<file path="src/hw/flow_settings.svh">
/* Size settings for the flow aggregator.
   FLOW_NUM_FLOWS and FLOW_FIFO_DEPTH must each be at least 2. */
`ifndef FLOW_SETTINGS_SVH
`define FLOW_SETTINGS_SVH

// Number of producer flows merged onto the output bus
`define FLOW_NUM_FLOWS 4

// Width of one data word
`define FLOW_DATA_WIDTH 16

// Entries in each per-flow input FIFO
`define FLOW_FIFO_DEPTH 4

`endif

</file>
<file path="src/hw/flow_pkg.sv">
/* Shared types of the flow aggregator with sizes from the settings header.
   flow_id_t needs FLOW_NUM_FLOWS of at least 2. */
`include "flow_settings.svh"

package flow_pkg;

  //----------------------------------------------------------
  // Payload and flow types
  //----------------------------------------------------------

  // One data word as carried on every bus
  typedef logic [`FLOW_DATA_WIDTH-1:0] data_t;

  // Index of the flow that each output beat is tagged with
  typedef logic [$clog2(`FLOW_NUM_FLOWS)-1:0] flow_id_t;

  // One bit per flow for valids, readies, requests and grants
  typedef logic [`FLOW_NUM_FLOWS-1:0] flow_vec_t;

endpackage : flow_pkg

</file>
<file path="src/hw/flow_fifo.sv">
/* Flop-based per-flow input FIFO whose head is read straight from storage.
   A full FIFO refuses a write even when it is popped in the same cycle. */
`include "flow_settings.svh"

module flow_fifo (
  input  logic            clk,
  input  logic            reset,
  input  logic            push_valid,
  input  flow_pkg::data_t push_data,
  output logic            push_ready,
  output logic            pop_valid,
  output flow_pkg::data_t pop_data,
  input  logic            pop_ready
);

  import flow_pkg::*;

  localparam int depth = `FLOW_FIFO_DEPTH;
  localparam int ptr_w = $clog2(depth);
  localparam int cnt_w = $clog2(depth + 1);

  // Storage written at wr_ptr and read at rd_ptr
  data_t            mem [depth];
  logic [ptr_w-1:0] wr_ptr;
  logic [ptr_w-1:0] rd_ptr;
  // Occupancy from 0 to depth
  logic [cnt_w-1:0] count;
  logic             push;
  logic             pop;

  //----------------------------------------------------------
  // Handshake
  //----------------------------------------------------------

  // Full blocks the writer regardless of pop
  assign push_ready = (count != cnt_w'(depth));
  assign pop_valid  = (count != '0);
  assign push       = push_valid && push_ready;
  assign pop        = pop_valid && pop_ready;

  // Head entry stays stable until it is popped
  assign pop_data = mem[rd_ptr];

  //----------------------------------------------------------
  // Storage and pointers
  //----------------------------------------------------------

  always_ff @(posedge clk) begin
    if (push) begin
      mem[wr_ptr] <= push_data;
    end
  end

  always_ff @(posedge clk) begin
    if (reset) begin
      wr_ptr <= '0;
      rd_ptr <= '0;
      count  <= '0;
    end else begin
      // Pointers wrap at depth, which need not be a power of two
      if (push) begin
        wr_ptr <= (wr_ptr == ptr_w'(depth - 1)) ? '0 : wr_ptr + 1'b1;
      end
      if (pop) begin
        rd_ptr <= (rd_ptr == ptr_w'(depth - 1)) ? '0 : rd_ptr + 1'b1;
      end
      // Push and pop together leave the count alone
      if (push && !pop) begin
        count <= count + 1'b1;
      end else if (pop && !push) begin
        count <= count - 1'b1;
      end
    end
  end

endmodule : flow_fifo

</file>
<file path="src/hw/flow_arb_lru.sv">
/* LRU arbiter with an upper-triangle age matrix. Request to grant is
   combinational; the order moves only when enable_priority_update is high. */
`include "flow_settings.svh"

module flow_arb_lru #(
  parameter int num_requesters = `FLOW_NUM_FLOWS
) (
  input  logic                clk,
  input  logic                reset,
  input  flow_pkg::flow_vec_t request,
  input  flow_pkg::flow_vec_t can_grant,
  output flow_pkg::flow_vec_t grant,
  input  logic                enable_priority_update
);

  import flow_pkg::*;

  localparam int num_pairs = num_requesters * (num_requesters - 1) / 2;

  // One bit per pair i<j that is set when i was granted less recently than j
  logic [num_pairs-1:0] age_q;
  logic [num_pairs-1:0] age_d;
  // beaten_by[r][c] is high when c has priority over r
  logic [num_requesters-1:0][num_requesters-1:0] beaten_by;
  // Priority winner before can_grant gating
  flow_vec_t win;

  //----------------------------------------------------------
  // Age matrix decode and next state
  //----------------------------------------------------------

  for (genvar r = 0; r < num_requesters; r++) begin : g_row
    for (genvar c = 0; c < num_requesters; c++) begin : g_col
      if (r < c) begin : g_upper
        // Flat index of pair (r, c)
        localparam int pair = r * num_requesters - (r * (r + 1)) / 2 + c - r - 1;
        // c wins over r when r is not the older one
        assign beaten_by[r][c] = ~age_q[pair];
        // Granted flow becomes most recent against every other flow
        assign age_d[pair] = grant[c] ? 1'b1 :
                             grant[r] ? 1'b0 : age_q[pair];
      end else if (r > c) begin : g_lower
        localparam int pair = c * num_requesters - (c * (c + 1)) / 2 + r - c - 1;
        // Mirror of the upper entry
        assign beaten_by[r][c] = age_q[pair];
      end else begin : g_diag
        assign beaten_by[r][c] = 1'b0;
      end
    end
  end

  //----------------------------------------------------------
  // Grant
  //----------------------------------------------------------

  // Winner is the requester with no older requester present
  for (genvar r = 0; r < num_requesters; r++) begin : g_win
    assign win[r] = request[r] & ~|(request & beaten_by[r]);
  end

  assign grant = win & can_grant;

  //----------------------------------------------------------
  // Priority state
  //----------------------------------------------------------

  // Reset order puts flow 0 highest and the last flow lowest
  always_ff @(posedge clk) begin
    if (reset) begin
      age_q <= '1;
    end else if (enable_priority_update) begin
      age_q <= age_d;
    end
  end

endmodule : flow_arb_lru

</file>
<file path="src/hw/flow_mux_core.sv">
/* Purely combinational datapath of the flow multiplexer.
   Expects a one-hot grant from the arbiter whenever any flow requests. */
`include "flow_settings.svh"

module flow_mux_core #(
  parameter int num_flows = `FLOW_NUM_FLOWS
) (
  output flow_pkg::flow_vec_t                  request,
  output flow_pkg::flow_vec_t                  can_grant,
  input  flow_pkg::flow_vec_t                  grant,
  output logic                                 enable_priority_update,
  output flow_pkg::flow_vec_t                  push_ready,
  input  flow_pkg::flow_vec_t                  push_valid,
  input  flow_pkg::data_t [num_flows-1:0]      push_data,
  input  logic                                 pop_ready,
  output logic                                 pop_valid,
  output flow_pkg::data_t                      pop_data,
  output flow_pkg::flow_id_t                   pop_flow
);

  import flow_pkg::*;

  //----------------------------------------------------------
  // Arbiter side
  //----------------------------------------------------------

  // Every valid flow competes and none is masked
  assign request   = push_valid;
  assign can_grant = '1;

  // Any request yields a grant, so pop is valid
  assign pop_valid = |request;

  // Age update only on an accepted beat
  assign enable_priority_update = pop_valid && pop_ready;

  // Ready goes back to the granted flow alone
  assign push_ready = grant & {num_flows{pop_ready}};

  //----------------------------------------------------------
  // Data select and flow encode
  //----------------------------------------------------------

  // One-hot AND-OR select with the index encoded from the grant
  always_comb begin
    pop_data = '0;
    pop_flow = '0;
    for (int i = 0; i < num_flows; i++) begin
      pop_data = pop_data | (push_data[i] & {$bits(data_t){grant[i]}});
      if (grant[i]) begin
        pop_flow = pop_flow | flow_id_t'(i);
      end
    end
  end

endmodule : flow_mux_core

</file>
<file path="src/hw/flow_mux_lru.sv">
/* Zero-latency LRU flow multiplexer. pop_data may change while pop_ready
   is low if a higher-priority flow becomes valid. */
`include "flow_settings.svh"

module flow_mux_lru (
  input  logic                                    clk,
  input  logic                                    reset,
  output flow_pkg::flow_vec_t                     push_ready,
  input  flow_pkg::flow_vec_t                     push_valid,
  input  flow_pkg::data_t [`FLOW_NUM_FLOWS-1:0]   push_data,
  input  logic                                    pop_ready,
  output logic                                    pop_valid,
  output flow_pkg::data_t                         pop_data,
  output flow_pkg::flow_id_t                      pop_flow
);

  import flow_pkg::*;

  // Arbiter to datapath wiring
  flow_vec_t request;
  flow_vec_t can_grant;
  flow_vec_t grant;
  logic      enable_priority_update;

  //----------------------------------------------------------
  // LRU arbiter holding the priority order
  //----------------------------------------------------------

  flow_arb_lru #(
    .num_requesters(`FLOW_NUM_FLOWS)
  ) u_arb (
    .clk,
    .reset,
    .request,
    .can_grant,
    .grant,
    .enable_priority_update
  );

  //----------------------------------------------------------
  // Datapath
  //----------------------------------------------------------

  flow_mux_core #(
    .num_flows(`FLOW_NUM_FLOWS)
  ) u_core (
    .request,
    .can_grant,
    .grant,
    .enable_priority_update,
    .push_ready,
    .push_valid,
    .push_data,
    .pop_ready,
    .pop_valid,
    .pop_data,
    .pop_flow
  );

endmodule : flow_mux_lru

</file>
<file path="src/hw/flow_aggregator.sv">
/* Flow aggregator top with one input FIFO per flow and an LRU merge onto one bus.
   Minimum latency from an accepted input to out_valid is one cycle. */
`include "flow_settings.svh"

module flow_aggregator (
  input  logic                                    clk,
  input  logic                                    reset,
  input  flow_pkg::flow_vec_t                     in_valid,
  input  flow_pkg::data_t [`FLOW_NUM_FLOWS-1:0]   in_data,
  output flow_pkg::flow_vec_t                     in_ready,
  output logic                                    out_valid,
  output flow_pkg::data_t                         out_data,
  output flow_pkg::flow_id_t                      out_flow,
  input  logic                                    out_ready
);

  import flow_pkg::*;

  // FIFO heads toward the multiplexer
  flow_vec_t                        push_valid;
  flow_vec_t                        push_ready;
  data_t [`FLOW_NUM_FLOWS-1:0]      push_data;

  //----------------------------------------------------------
  // Per-flow input buffering
  //----------------------------------------------------------

  for (genvar i = 0; i < `FLOW_NUM_FLOWS; i++) begin : g_flow
    // in_ready drops once this flow's FIFO is full
    flow_fifo u_fifo (
      .clk,
      .reset,
      .push_valid (in_valid[i]),
      .push_data  (in_data[i]),
      .push_ready (in_ready[i]),
      .pop_valid  (push_valid[i]),
      .pop_data   (push_data[i]),
      .pop_ready  (push_ready[i])
    );
  end

  //----------------------------------------------------------
  // Merge onto the output bus
  //----------------------------------------------------------

  // Heads only move on a pop, so out_valid holds under back-pressure
  flow_mux_lru u_mux (
    .clk,
    .reset,
    .push_ready,
    .push_valid,
    .push_data,
    .pop_ready  (out_ready),
    .pop_valid  (out_valid),
    .pop_data   (out_data),
    .pop_flow   (out_flow)
  );

endmodule : flow_aggregator

</file>
<file path="config.mk">
export PLATFORM = sky130hd
export DESIGN_NAME = flow_aggregator
export DESIGN_NICKNAME = d
export VERILOG_FILES = /design/src/hw/flow_pkg.sv /design/src/hw/flow_fifo.sv /design/src/hw/flow_arb_lru.sv /design/src/hw/flow_mux_core.sv /design/src/hw/flow_mux_lru.sv /design/src/hw/flow_aggregator.sv
export VERILOG_INCLUDE_DIRS = /design/src /design/src/hw
export SDC_FILE = /design/constraint.sdc
export NUM_CORES = 1
export LEC_CHECK = 0
export BUFFER_PORTS_ARGS = -buffer_cell sky130_fd_sc_hd__clkbuf_2
export CORE_MARGIN = 2
export CORE_UTILIZATION = 40
export DETAILED_ROUTE_END_ITERATION = 8
export PLACE_DENSITY_LB_ADDON = 0.05
export SLEW_MARGIN = 20
export SYNTH_ARGS = -nofsm -noshare
export SYNTH_HDL_FRONTEND = slang
export SYNTH_SLANG_ARGS = --single-unit
</file>
<file path="constraint.sdc">
create_clock -name clk -period 7.35 [get_ports clk]
set_clock_uncertainty 0.2 [all_clocks]
set_input_delay 0.3675 -clock clk [delete_from_list [all_inputs] [get_ports clk]]
set_output_delay 0.3675 -clock clk [all_outputs]
set_load 0.02 [all_outputs]
</file>
### Word-level counts from Yosys, hierarchy flattened

Memory sizes are Yosys's and may differ from the RTL's. A register that Yosys moved wholly into a read port is not among the register bits.
Index checks and enable logic that the tools add are counted.

| word-level totals | value |
|---|---|
| bits of input ports | 71 |
| memory bits (writable) | 256 |
| output and inout bits | 23 |
| memories kept | 4 |
| register bits | 34 |
| logic and storage cells | 170 |

Memories:

| memory | depth | width | read ports | clocked after memory_dff | write ports | line | RTL |
|---|---|---|---|---|---|---|---|
| g_flow[0].u_fifo.mem | 4 | 16 | 1 | 1 | 1 | flow_fifo.sv:23 | `data_t mem [depth];` |
| g_flow[1].u_fifo.mem | 4 | 16 | 1 | 1 | 1 | flow_fifo.sv:23 |  |
| g_flow[2].u_fifo.mem | 4 | 16 | 1 | 1 | 1 | flow_fifo.sv:23 |  |
| g_flow[3].u_fifo.mem | 4 | 16 | 1 | 1 | 1 | flow_fifo.sv:23 |  |

| cells by class | value |
|---|---|
| add/sub/neg operators | 16 |
| reduce and logical (&&, ||, !) cells | 54 |
| multiplexer cells | 44 |
| equal/unequal tests | 12 |
| bitwise logic cells | 22 |

Operator list:

| cell | count |
|---|---|
| bitwise AND 16 bit | 4 |
| OR 16 bit | 3 |
| 2-to-1 mux 2 bit | 18 |
| 2-to-1 mux 3 bit | 8 |
| nonzero test 2 bit | 10 |
| OR reduction 4 bit | 5 |
| 2-to-1 mux 1 bit | 18 |
| logical AND 1 bit | 17 |
| adder 2 x 1 -> 2 bit, second input constant | 8 |
| bitwise AND 4 bit | 4 |
| == test 2 bit, second input constant | 8 |
| adder 3 x 1 -> 3 bit, second input constant | 4 |
| zero test 1 bit | 12 |
| inequality test 3 bit, second input constant | 4 |
| AND reduction 2 bit | 6 |
| nonzero test 3 bit | 4 |
| subtractor 3 x 1 -> 3 bit, second input constant | 4 |
| inverter 1 bit | 6 |
| bitwise AND 1 bit | 4 |
| bitwise AND 4 x 3 -> 4 bit | 1 |

### Logic depth before layout (Yosys ltp)

Gate-level depths: netlist of the first run.

| logic depth | value |
|---|---|
| depth after elaboration | 10 |
| mapped depth | 10 |

### Modules after synthesis

Synthesis of the first run repeated with hierarchy kept, for this count alone.

| unflattened totals | value |
|---|---|
| cells, all modules | 636 |
| area, all modules | 11945.2 sq um |

By module, submodules not included:

| module | seq. area each (sq um) | instances | cells each | area an instance (sq um) |
|---|---|---|---|---|
| flow_fifo | 2102.0 | 4 | 132 | 2787.7 |
| flow_mux_core | 0.0 | 1 | 73 | 461.7 |
| flow_arb_lru | 120.1 | 1 | 35 | 332.8 |

### Worst setup path before layout of the first run

No wires, ideal clock.

| timing | value |
|---|---|
| path kind | register -> register |
| start | register g_flow[3].u_fifo.count[0] |
| end | register g_flow[3].u_fifo.count[2] |
| setup slack | 4.623 ns |
| library setup time | 0.070 ns |
| required time | 7.080 ns |
| stages on the path, launching flop included | 11 |
| arrival | 2.457 ns |
| period minus slack after synthesis | 2.727 ns |
| cells stage by stage | dfxtp_1 -> nor3_4 -> nand4b_1 -> nor2_1 -> inv_1 -> ha_1 -> inv_1 -> fa_1 -> xor2_1 -> or3_1 -> a21oi_1 |

| on the way | value |
|---|---|
| word-level cells in the longest chain between the ends | 10 |

RTL lines:

| item | line | RTL |
|---|---|---|
| start: declaration | flow_fifo.sv:27 | `logic [cnt_w-1:0] count;` |
| start signal: assignment | flow_fifo.sv:69 | `count <= count + 1'b1;` |
| start signal: assignment | flow_fifo.sv:71 | `count <= count - 1'b1;` |
| nonzero test 3 bit | flow_fifo.sv:37 | `assign pop_valid = (count != '0);` |
| bitwise AND 4 x 3 -> 4 bit | flow_arb_lru.sv:58 | `assign win[r] = request[r] & ~\|(request & beaten_by[r]);` |
| OR reduction 4 bit | flow_arb_lru.sv:58 |  |
| zero test 1 bit | flow_arb_lru.sv:58 |  |
| bitwise AND 1 bit | flow_arb_lru.sv:58 |  |
| bitwise AND 4 bit | flow_mux_core.sv:38 | `assign push_ready = grant & {num_flows{pop_ready}};` |
| logical AND 1 bit | flow_fifo.sv:39 | `assign pop = pop_valid && pop_ready;` |
| zero test 1 bit | flow_fifo.sv:68 | `if (push && !pop) begin` |
| logical AND 1 bit | flow_fifo.sv:68 |  |
| 2-to-1 mux 3 bit / nonzero test 2 bit (equally long branches) | -- |  |

Parallel ways exist; a longest one is shown, timed or not. The select of a mux whose other input is x is not followed.
A chain may end at the register's enable or synchronous reset.

### Worst setup path after layout of the first run

Ends and elaborated chain as after synthesis.

==> results of run 1 <==
==> flip-flops by register name, summed over array words and instances (netlist names), named ones only <==
name and flops:
g_flow.u_fifo.count 12, g_flow.u_fifo.mem 256, g_flow.u_fifo.rd_ptr 8, g_flow.u_fifo.wr_ptr 8, u_mux.u_arb.age_q 6
==> cell type report <==
type	instances	area [um^2]
multi-input combinational	282	3138
inverter	35	131.4
clock inverter	5	23.77
fill	2554	15080
timing repair buffer	161	1136
antenna	1	2.502
clock buffer	53	1027
tap	390	488.0
sequential	298	8528
==> critical path, cell delays in order, from the launching register on <==
cell	delay [ns]
dfxtp_1	0.38
nor3_4	0.41
nand4b_1	0.69
nor2_1	0.24
inv_1	0.20
ha_1	0.21
inv_1	0.07
fa_1	0.42
xor2_1	0.18
or3_1	0.32
a21oi_1	0.16
==> cells in the mapped netlist (2+ instances only) <==
cell,instances
or3_1,11
dfxtp_1,42
mux2i_1,6
or4_1,3
o211ai_1,2
inv_1,35
o211a_1,2
buf_1,2
a211o_1,21
or3b_2,4
nor2_1,14
nand2_1,19
buf_4,6
and3_1,16
nor3_4,2
mux4_2,64
o2bb2ai_1,16
o31ai_1,5
buf_2,12
edfxtp_1,256
xor2_1,8
fa_1,4
ha_1,24
a21oi_1,18
nand3_1,4
nor3b_1,16
clkbuf_1,14
o21ai_0,12
==> final timing paths <==
kind / start / to / slack (ns) / cells after the start
setup / recovery: g_flow[3].u_fifo.count[0]$_SDFFE_PP0P_ / g_flow[3].u_fifo.count[2]$_SDFFE_PP0P_ / 3.79 / 10
hold / removal: out_ready / u_mux.u_arb.age_q[0]$_SDFFE_PP1P_ / 0.03 / 2
setup reg to reg: g_flow[3].u_fifo.count[0]$_SDFFE_PP0P_ / g_flow[3].u_fifo.count[2]$_SDFFE_PP0P_ / 3.79 / 10
hold reg to reg: g_flow[0].u_fifo.wr_ptr[1]$_SDFFE_PP0P_ / g_flow[0].u_fifo.wr_ptr[1]$_SDFFE_PP0P_ / 0.30 / 2
==> logic make-up after synthesis <==
family / Yosys count / share of synthesized area
DFF: 298 / 0.7122
and+or+nand+nor: 92 / 0.04535
AOI/OAI and AO/OA: 84 / 0.05371
buffers and inverters: 70 / 0.02571
muxes: 70 / 0.1254
adders and majority gates: 28 / 0.03177
xor gates and xnor gates: 8 / 0.005852
==> where the power goes <==
part           internal (mW)  switching, mW  leakage (nW)
Sequential              2.06          0.128          2.69
Combinational          0.729           1.07          1.95
Clock                  0.958          0.625         0.509
==> routing by layer <==
metal | vias up | track usage
met1 | 3218 | 0.2203
met2 | 125 | 0.2766
met4 | 0 | 0.03994
li1 | 2927 | -
met3 | 36 | 0.03222
met5 | - | 0
==> metrics by stage <==
stage          hold WS (ns)  setup WS [ns]
6_report            0.03494          3.791
3_5_place_dp         0.2926          3.762
5_1_grt             0.03225          3.402
2_1_floorplan        0.2664          4.623
4_1_cts             0.01723          3.750
3_3_place_gp         0.2756          3.941
==> flow_metrics.py, run 1 <==
metrics = {
    "yosys": {
        "synthTopCellsByArea": "edfxtp_1 64%, mux4_2 12%, dfxtp_1 7.0%",
        "ys_warn_count": 0,
        "syn-instance-count": 650,
        "synthArstFlopShare": 0,
        "avgSynthCellArea_um2": 18.42,
        "ys_dominant_reg_cell": "edfxtp_1",
        "syn_nets": 749,
        "synth_seq_area_share": 0.7122,
        "netlist_area_mm2": 0.01197,
        "synth.distinct_cells": 40,
        "synth_top_cell_area_share": 0.6420,
        "yosysTopAreaCell": "edfxtp_1",
        "ys_seq_elements": 298,
        "synth_edf_count": 256,
    },
    "timing": {
        "fmax_mhz": 281.0,
        "final_hold_viol_count": 0,
        "setup_tns_ns": 0,
        "rsz0062_at_grt": "no",
        "finalSetupViolations": 0,
        "worst_pin_slew_ns": 1.002,
        "post-route-min-period_ns": 3.559,
        "slew_headroom": 0.3320,
        "maxSlewViolCount": 0,
        "fin_crit_sh": 0.4842,
    },
    "global_routing": {
        "grt_pass1_vias": 6810,
        "grt_antenna_before_repair": 1,
        "grt_pass1_wl_um": 38610,
        "gr-total-overflow": 0,
        "grt_usage": 0.1643,
        "grt_max_degree": 35,
    },
    "layout": {
        "nNetsFinal": 912,
        "syn_to_final_growth_pct": 20.89,
        "final_common_cell": "edfxtp_1",
        "drive_above_1_share": 0.2542,
        "final_area_mm2": 0.01448,
        "final_util": 0.4897,
        "mostFrequentLayoutCells": "256 x edfxtp_1, 93 x clkbuf_2, 64 x mux4_2, 64 x dlygate4sd3_1, 42 x dfxtp_1",
        "finalNonFillerCells": 1225,
    },
    "status": {
        "status": "finished, final reports clean",
    },
    "cts": {
        "cts_hold_buffers": 64,
        "clk_latency_ns": 0.50,
        "cts_root_buf": "clkbuf_16",
        "clk_pin_slew_ns": 0.06,
        "post_cts_buffers": 0,
        "cts-resized-gates": 0,
        "clock_path_buffers": 3,
        "cts_buffers": 35,
        "ctsHtreeMaxLevel": 2,
        "cts_tree": "done",
        "cts_sinks": 298,
    },
    "floorplan": {
        "fp-row-count": 63,
        "chipHeight_um": 177.0,
        "coreArea_mm2": 0.02956,
        "die_width_um": 177.0,
        "ios": 94,
        "start_util": 0.4051,
        "die_area_mm2": 0.03133,
    },
    "routing": {
        "dr_wl_met3_um": 1027,
        "ant_nets": 0,
        "postRouteWirelength_um": 24920,
        "drt-initial-drc-count": 383,
        "top_layer_used": "met4",
        "dr.pass1.iters": 5,
        "wl_per_cell_um": 20.34,
        "viasPerCell": 5.148,
        "drc_errors": 0,
        "m1WireLength_um": 11000,
        "vias": 6306,
        "wl_met2_um": 12460,
    },
    "place": {
        "portBuffers": 93,
        "place_inst": 1102,
        "gp_congestion": 0.7531,
        "dpl_cell_area_mm2": 0.01278,
        "place_hpwl_um": 16680,
    },
    "setup_path": {
        "crit_required_ns": 7.56,
        "worstPathMaxFanout": 19,
        "endpoint_kind": "flop",
        "crit_arrival_ns": 3.77,
        "start_kind": "flop",
        "path_class": "flop to flop",
    },
    "power": {
        "p_total_mw": 5.567,
        "power_leakage_nw": 5.145,
        "p_per_area_mw_per_mm2": 384.6,
        "ir_worst_vdd_mv": 0.3426,
    },
    "flow_run": {
        "cap_violations": 0,
    },
    "min_path": {
        "min_path_type": "primary input to flop",
    },
}
Note: power is estimated with default switching activity, not from simulation.
==> run 2: changes to the inputs <==
==> constraint.sdc (replaced) <==
create_clock -name clk -period 2.86 [get_ports clk]
set_clock_uncertainty 0.2 [all_clocks]
set_input_delay 0.143 -clock clk [delete_from_list [all_inputs] [get_ports clk]]
set_output_delay 0.143 -clock clk [all_outputs]
set_load 0.02 [all_outputs]
==> run 2 against run 1 <==
  * Worst setup slack lost 3.7 ns
  * Final area grew 1.5%
  * Sequential power grew to 2.5 times the previous value
  * Utilization grew 0.75 points
  * Hold slack gained 0.015 ns
  * Largest cell class unchanged
  * Largest power group unchanged
  * Highest routed layer unchanged
==> flow_metrics.py, run 2 (same netlist as run 1, synthesis figures left out) <==
metrics = {
    "timing": {
        "worst_pin_slew_ns": 0.9704,
        "final_hold_viol_count": 0,
        "fmax_mhz": 362.7,
        "rsz0062_at_grt": "yes",
        "post-route-min-period_ns": 2.757,
        "final.setup.worst_slack_ns": 0.1028,
        "maxSlewViolCount": 0,
        "fin_crit_sh": 0.9641,
        "slew_headroom": 0.3531,
        "finalSetupViolations": 0,
    },
    "routing": {
        "vias": 6384,
        "dr.pass1.iters": 4,
        "drc_errors": 0,
        "wl_per_cell_um": 20.07,
        "postRouteWirelength_um": 25100,
        "viasPerCell": 5.103,
        "ant_nets": 0,
        "drt-initial-drc-count": 385,
    },
    "status": {
        "status": "finished, final reports clean",
    },
    "power": {
        "power_leakage_nw": 5.254,
        "clockPowerShare": 0.265,
        "p_total_mw": 14.51,
        "ir_worst_vdd_mv": 0.6775,
        "p_seq_frac": 0.385,
        "p_comb_frac": 0.350,
        "power.switching_mw": 4.818,
        "swShare": 0.3321,
        "power.internal_mw": 9.689,
        "p_per_area_mw_per_mm2": 987.2,
    },
    "layout": {
        "largest-register": "g_flow.u_fifo.mem",
        "multiInputGateArea_mm2": 0.003193,
        "reg_top3": "g_flow.u_fifo.mem: 256 flops, g_flow.u_fifo.count: 12 flops",
        "drive_above_1_share": 0.2860,
        "largest_reg_flops": 256,
        "syn_to_final_growth_pct": 22.73,
        "mostFrequentLayoutCells": "256 x edfxtp_1, 93 x clkbuf_2, 69 x dlygate4sd3_1",
        "fillers": 2520,
        "nNetsFinal": 935,
        "regArea_mm2": 0.008529,
        "final_common_cell": "edfxtp_1",
    },
    "cts": {
        "cts_buffers": 31,
        "cts_sinks": 298,
        "cts_tree": "done",
        "cts_root_buf": "clkbuf_16",
        "ctsHtreeMaxLevel": 1,
        "clk_latency_ns": 0.55,
        "clk_pin_slew_ns": 0.06,
        "clock_path_buffers": 3,
    },
    "floorplan": {
        "fp-row-count": 63,
        "ios": 94,
        "coreArea_mm2": 0.02956,
        "start_util": 0.4051,
        "die_area_mm2": 0.03133,
        "die_width_um": 177.0,
        "chipHeight_um": 177.0,
    },
    "setup_path": {
        "worstPathMaxFanout": 6,
        "endpoint_kind": "flop",
        "path_class": "flop to flop",
        "start_kind": "flop",
        "crit_required_ns": 3.12,
        "crit_arrival_ns": 3.02,
    },
    "flow_run": {
        "cap_violations": 0,
    },
    "global_routing": {
        "grt_pass1_wl_um": 38700,
        "grt_max_degree": 35,
        "grt_antenna_before_repair": 1,
        "gr-total-overflow": 0,
        "grt_pass1_vias": 6789,
        "grt_usage": 0.1632,
    },
    "place": {
        "post-place-ws_ns": 0.07286,
        "gp_congestion": 0.8061,
        "place_hpwl_um": 16850,
        "portBuffers": 93,
    },
    "min_path": {
        "min_path_type": "primary input to flop",
    },
}
-- run 2: cell count changes in the layout (fill, tap and decap cells not counted), moves of 3 or more --
cell | previous run | this run
dlygate4sd3_1 | 64 | 69
buf_4 | 4 | 22
clkbuf_16 | 38 | 31
clkbuf_1 | 13 | 10
nor3b_1 | 16 | 13
nor3b_2 | 0 | 3
buf_6 | 0 | 3
-- run 2: cell type report --
| cell class | instances | share of cell area |
|---|---|---|
| flip-flops and latches | 298 | 0.5804 |
| inverters | 35 | 0.008940 |
| clock buffers | 45 | 0.05909 |
| diodes | 1 | 0.0001703 |
| clock inverters | 12 | 0.007322 |
| multi-input cells | 282 | 0.2173 |
| well taps | 390 | 0.03321 |
| repair buffers | 188 | 0.09357 |
-- run 2: timing repair --
item,4_1_cts,5_1_grt
hold endpoints to repair,281,0
hold buffers,69,0
pin swaps,0,1
setup buffers,0,1
setup endpoints to repair,14,19
resized for setup,2,18
-- run 2: worst paths after layout --
kind	start	to	slack (ns)	cells after the start
setup reg to reg	g_flow[2].u_fifo.count[2]$_SDFFE_PP0P_	g_flow[2].u_fifo.count[2]$_SDFFE_PP0P_	0.10	10
hold reg to reg	g_flow[0].u_fifo.wr_ptr[1]$_SDFFE_PP0P_	g_flow[0].u_fifo.wr_ptr[1]$_SDFFE_PP0P_	0.30	2
setup / recovery	g_flow[2].u_fifo.count[2]$_SDFFE_PP0P_	g_flow[2].u_fifo.count[2]$_SDFFE_PP0P_	0.10	10
hold / removal	reset	g_flow[2].u_fifo.count[0]$_SDFFE_PP0P_	0.05	2
-- run 2: per-stage QoR --
stage | hold WS, ns | util | instance area, um^2 | instances | setup TNS (ns)
2_1_floorplan | 0.04187 | - | 11970 | 650 | 0
3_3_place_gp | 0.1555 | 0.4377 | 12940 | 1123 | 0
3_5_place_dp | 0.1655 | 0.4377 | 12940 | 1123 | 0
4_1_cts | 0.05386 | 0.4945 | 14620 | 1249 | 0
5_1_grt | 0.08965 | 0.4971 | 14690 | 1250 | -0.02155
6_report | 0.04949 | 0.4971 | 14700 | 1251 | 0
-- run 2: per-layer routing --
layer  vias to the layer above  track usage  wire, um
li1                       2972            -         -
met1                      3268       0.2227     11190
met2                       115       0.2761     12470
met3                        29      0.02728      1119
met4                         0      0.03512       314
met5                         -            0         0
-- run 2: critical path, cell delays in order, from the launching register on --
cell and delay, ns:
dfxtp_2 0.35, or3_4 0.40, o2111ai_1 0.15, nor2_2 0.10
inv_1 0.10, ha_2 0.20, inv_1 0.06, fa_1 0.42
xor2_1 0.19, or3_1 0.32, a21oi_1 0.17
-- run 2: power by group through the flow --
stage,clock network [mW],logic (mW),registers (mW)
CTS,3.94,5.05,5.57
floorplan,0,3.35,5.59
detailed placement,0,4.92,5.66
finish,3.85,5.08,5.58
global placement,0,4.83,5.61
global route,4.11,5.53,5.64
==> run 3: changes to the inputs <==
--- a/config.mk
+++ b/config.mk
@@ -10,7 +10,7 @@
 export CORE_MARGIN = 2
 export CORE_UTILIZATION = 40
 export DETAILED_ROUTE_END_ITERATION = 8
-export PLACE_DENSITY_LB_ADDON = 0.05
+export PLACE_DENSITY = 0.55
 export SLEW_MARGIN = 20
 export SYNTH_ARGS = -nofsm -noshare
 export SYNTH_HDL_FRONTEND = slang
==> run 3 against run 2 <==
  * Non-clock buffer count fell by 7
  * Worst setup slack gained 0.0017 ns
  * Combinational power barely moved
  * Register-to-register slack better by 0.03 ns
  * Hold slack gained 0.034 ns
  * Sequential cell count unchanged
  * Die area is the same
  * Critical endpoint is now out_data[6]
  * Largest cell class unchanged
  * Largest power group unchanged
==> flow_metrics.py, run 3 (same netlist as run 1, synthesis figures left out) <==
metrics = {
    "timing": {
        "fin_crit_sh": 0.9635,
        "slew_headroom": 0.3645,
        "hold_ws_ns": 0.08319,
        "finalSetupViolations": 0,
        "setup_tns_ns": 0,
        "fmax_mhz": 362.9,
        "rsz0062_at_grt": "no",
        "final_hold_viol_count": 0,
        "maxSlewViolCount": 0,
        "worst_pin_slew_ns": 0.9533,
        "final.setup.worst_slack_ns": 0.1045,
        "post-route-min-period_ns": 2.756,
    },
    "routing": {
        "dr.pass1.iters": 4,
        "viasPerCell": 5.169,
        "drc_errors": 0,
        "wl_per_cell_um": 20.36,
        "vias": 6446,
        "drt-initial-drc-count": 378,
        "ant_nets": 0,
        "postRouteWirelength_um": 25390,
    },
    "place": {
        "portBuffers": 93,
        "dpl_cell_area_mm2": 0.01288,
        "gp_congestion": 0.8118,
        "post-place-ws_ns": 0.08275,
        "place_hpwl_um": 16980,
    },
    "layout": {
        "final_area_mm2": 0.01465,
        "reg_top3": "g_flow.u_fifo.mem: 256 flops, g_flow.u_fifo.count: 12 flops",
        "nNetsFinal": 928,
        "drive_above_1_share": 0.2790,
        "syn_to_final_growth_pct": 22.37,
        "largest-register": "g_flow.u_fifo.mem",
        "mostFrequentLayoutCells": "256 x edfxtp_1, 93 x clkbuf_2, 69 x dlygate4sd3_1",
        "largest_reg_flops": 256,
        "final_common_cell": "edfxtp_1",
    },
    "cts": {
        "cts_root_buf": "clkbuf_16",
        "cts_sinks": 298,
        "clk_latency_ns": 0.54,
        "clock_path_buffers": 3,
        "clk_pin_slew_ns": 0.06,
        "ctsHtreeMaxLevel": 1,
        "cts_tree": "done",
        "cts_buffers": 31,
    },
    "setup_path": {
        "reg2reg_from": "g_flow[0].u_fifo.count[0]$_SDFFE_PP0P_",
        "path_class": "flop to primary output",
        "cp_num_buf_inv": 3,
        "worstPathMaxFanout": 17,
        "cpMaxStageDelayCell": "or3_1",
        "worstRegToRegCells": 9,
        "crit_required_ns": 2.52,
        "endpoint_kind": "primary output",
        "start_kind": "flop",
        "reg2reg_to": "g_flow[0].u_fifo.count[2]$_SDFFE_PP0P_",
        "cpLargestDelayFamily": "simple AND/OR/NAND/NOR gates",
        "reg2reg_slack_ns": 0.13,
        "crit_arrival_ns": 2.41,
        "cp_slowest_stage_delay_ns": 0.43,
        "crit_chain": "or3_1, buf_4, o2bb2ai_4, nor2_2, buf_12, a211o_1, clkbuf_2",
    },
    "global_routing": {
        "grt_max_degree": 35,
        "grt_pass1_wl_um": 39100,
        "gr-total-overflow": 0,
        "grt_usage": 0.1647,
        "grt_antenna_before_repair": 3,
        "grt_pass1_vias": 6946,
    },
    "power": {
        "ir_worst_vdd_mv": 0.9183,
        "p_per_area_mw_per_mm2": 994.3,
        "power_leakage_nw": 5.225,
    },
    "min_path": {
        "min_to": "g_flow[3].u_fifo.count[0]$_SDFFE_PP0P_",
        "hold_start": "reset",
        "worstHoldPathCells": 2,
        "min_path_type": "primary input to flop",
    },
    "status": {
        "status": "finished, final reports clean",
    },
    "floorplan": {
        "die_area_mm2": 0.03133,
        "coreArea_mm2": 0.02956,
        "start_util": 0.4051,
        "fp-row-count": 63,
        "chipHeight_um": 177.0,
        "die_width_um": 177.0,
        "ios": 94,
    },
    "flow_run": {
        "cap_violations": 0,
    },
}
==> run 3: layout make-up <==
class                           instances  area [um^2]
Antenna cell                            4        10.01
Sequential cell                       298         8531
Tap cell                              390        488.0
Clock inverter                         14        141.4
Fill cell                            2464        14910
Multi-Input combinational cell        282         3181
Inverter                               35        131.4
Clock buffer                           43        840.8
Timing Repair Buffer                  181         1330
==> run 3: what timing repair did <==
| item | in CTS | in global routing |
|---|---|---|
| hold buffers | 69 | 0 |
| pin swaps | 0 | 2 |
| endpoints found under the setup margin | 16 | 19 |
| setup buffers | 0 | 2 |
| endpoints found under the hold margin | 279 | 0 |
| resized for setup | 2 | 17 |
==> run 3: per-stage QoR <==
stage / power (mW) / cells / util
2_1_floorplan: 8.932 / 650 / -
3_3_place_gp: 10.39 / 1115 / 0.4357
3_5_place_dp: 10.58 / 1115 / 0.4357
4_1_cts: 14.58 / 1241 / 0.4927
5_1_grt: 15.35 / 1246 / 0.4956
6_report: 14.57 / 1247 / 0.4957
==> run 3: where the power goes <==
group / leakage [nW] / total (mW) / internal (mW) / switching (mW)
Sequential: 2.69 / 5.60 / 5.29 / 0.312
Combinational: 2.06 / 5.09 / 2.15 / 2.94
Clock: 0.478 / 3.88 / 2.31 / 1.57
Total: 5.22 / 14.6 / 9.75 / 4.82
==> run 3: worst max path at each step <==
stage                                            from                                      to  slack [ns]  cells past startpoint
3_5_place_dp   g_flow[1].u_fifo.count[0]$_SDFFE_PP0P_  g_flow[1].u_fifo.count[2]$_SDFFE_PP0P_        0.08                      9
3_3_place_gp   g_flow[2].u_fifo.count[2]$_SDFFE_PP0P_  g_flow[2].u_fifo.count[2]$_SDFFE_PP0P_        0.22                     10
6_report       g_flow[0].u_fifo.count[0]$_SDFFE_PP0P_                             out_data[6]        0.10                      7
2_1_floorplan  g_flow[3].u_fifo.count[0]$_SDFFE_PP0P_  g_flow[3].u_fifo.count[2]$_SDFFE_PP0P_        0.13                     10
5_1_grt        g_flow[0].u_fifo.count[0]$_SDFFE_PP0P_                             out_data[6]      0.0008                      7
4_1_cts        g_flow[1].u_fifo.count[0]$_SDFFE_PP0P_                             out_data[1]       0.002                      5
==> run 3: metal layers <==
layer | GRT usage | share of wire | vias to the layer above
li1 | - | - | 2963
met1 | 0.2119 | 0.42 | 3342
met2 | 0.2939 | 0.52 | 112
met3 | 0.02577 | 0.039 | 29
met4 | 0.03616 | 0.017 | 0
met5 | 0 | 0 | -
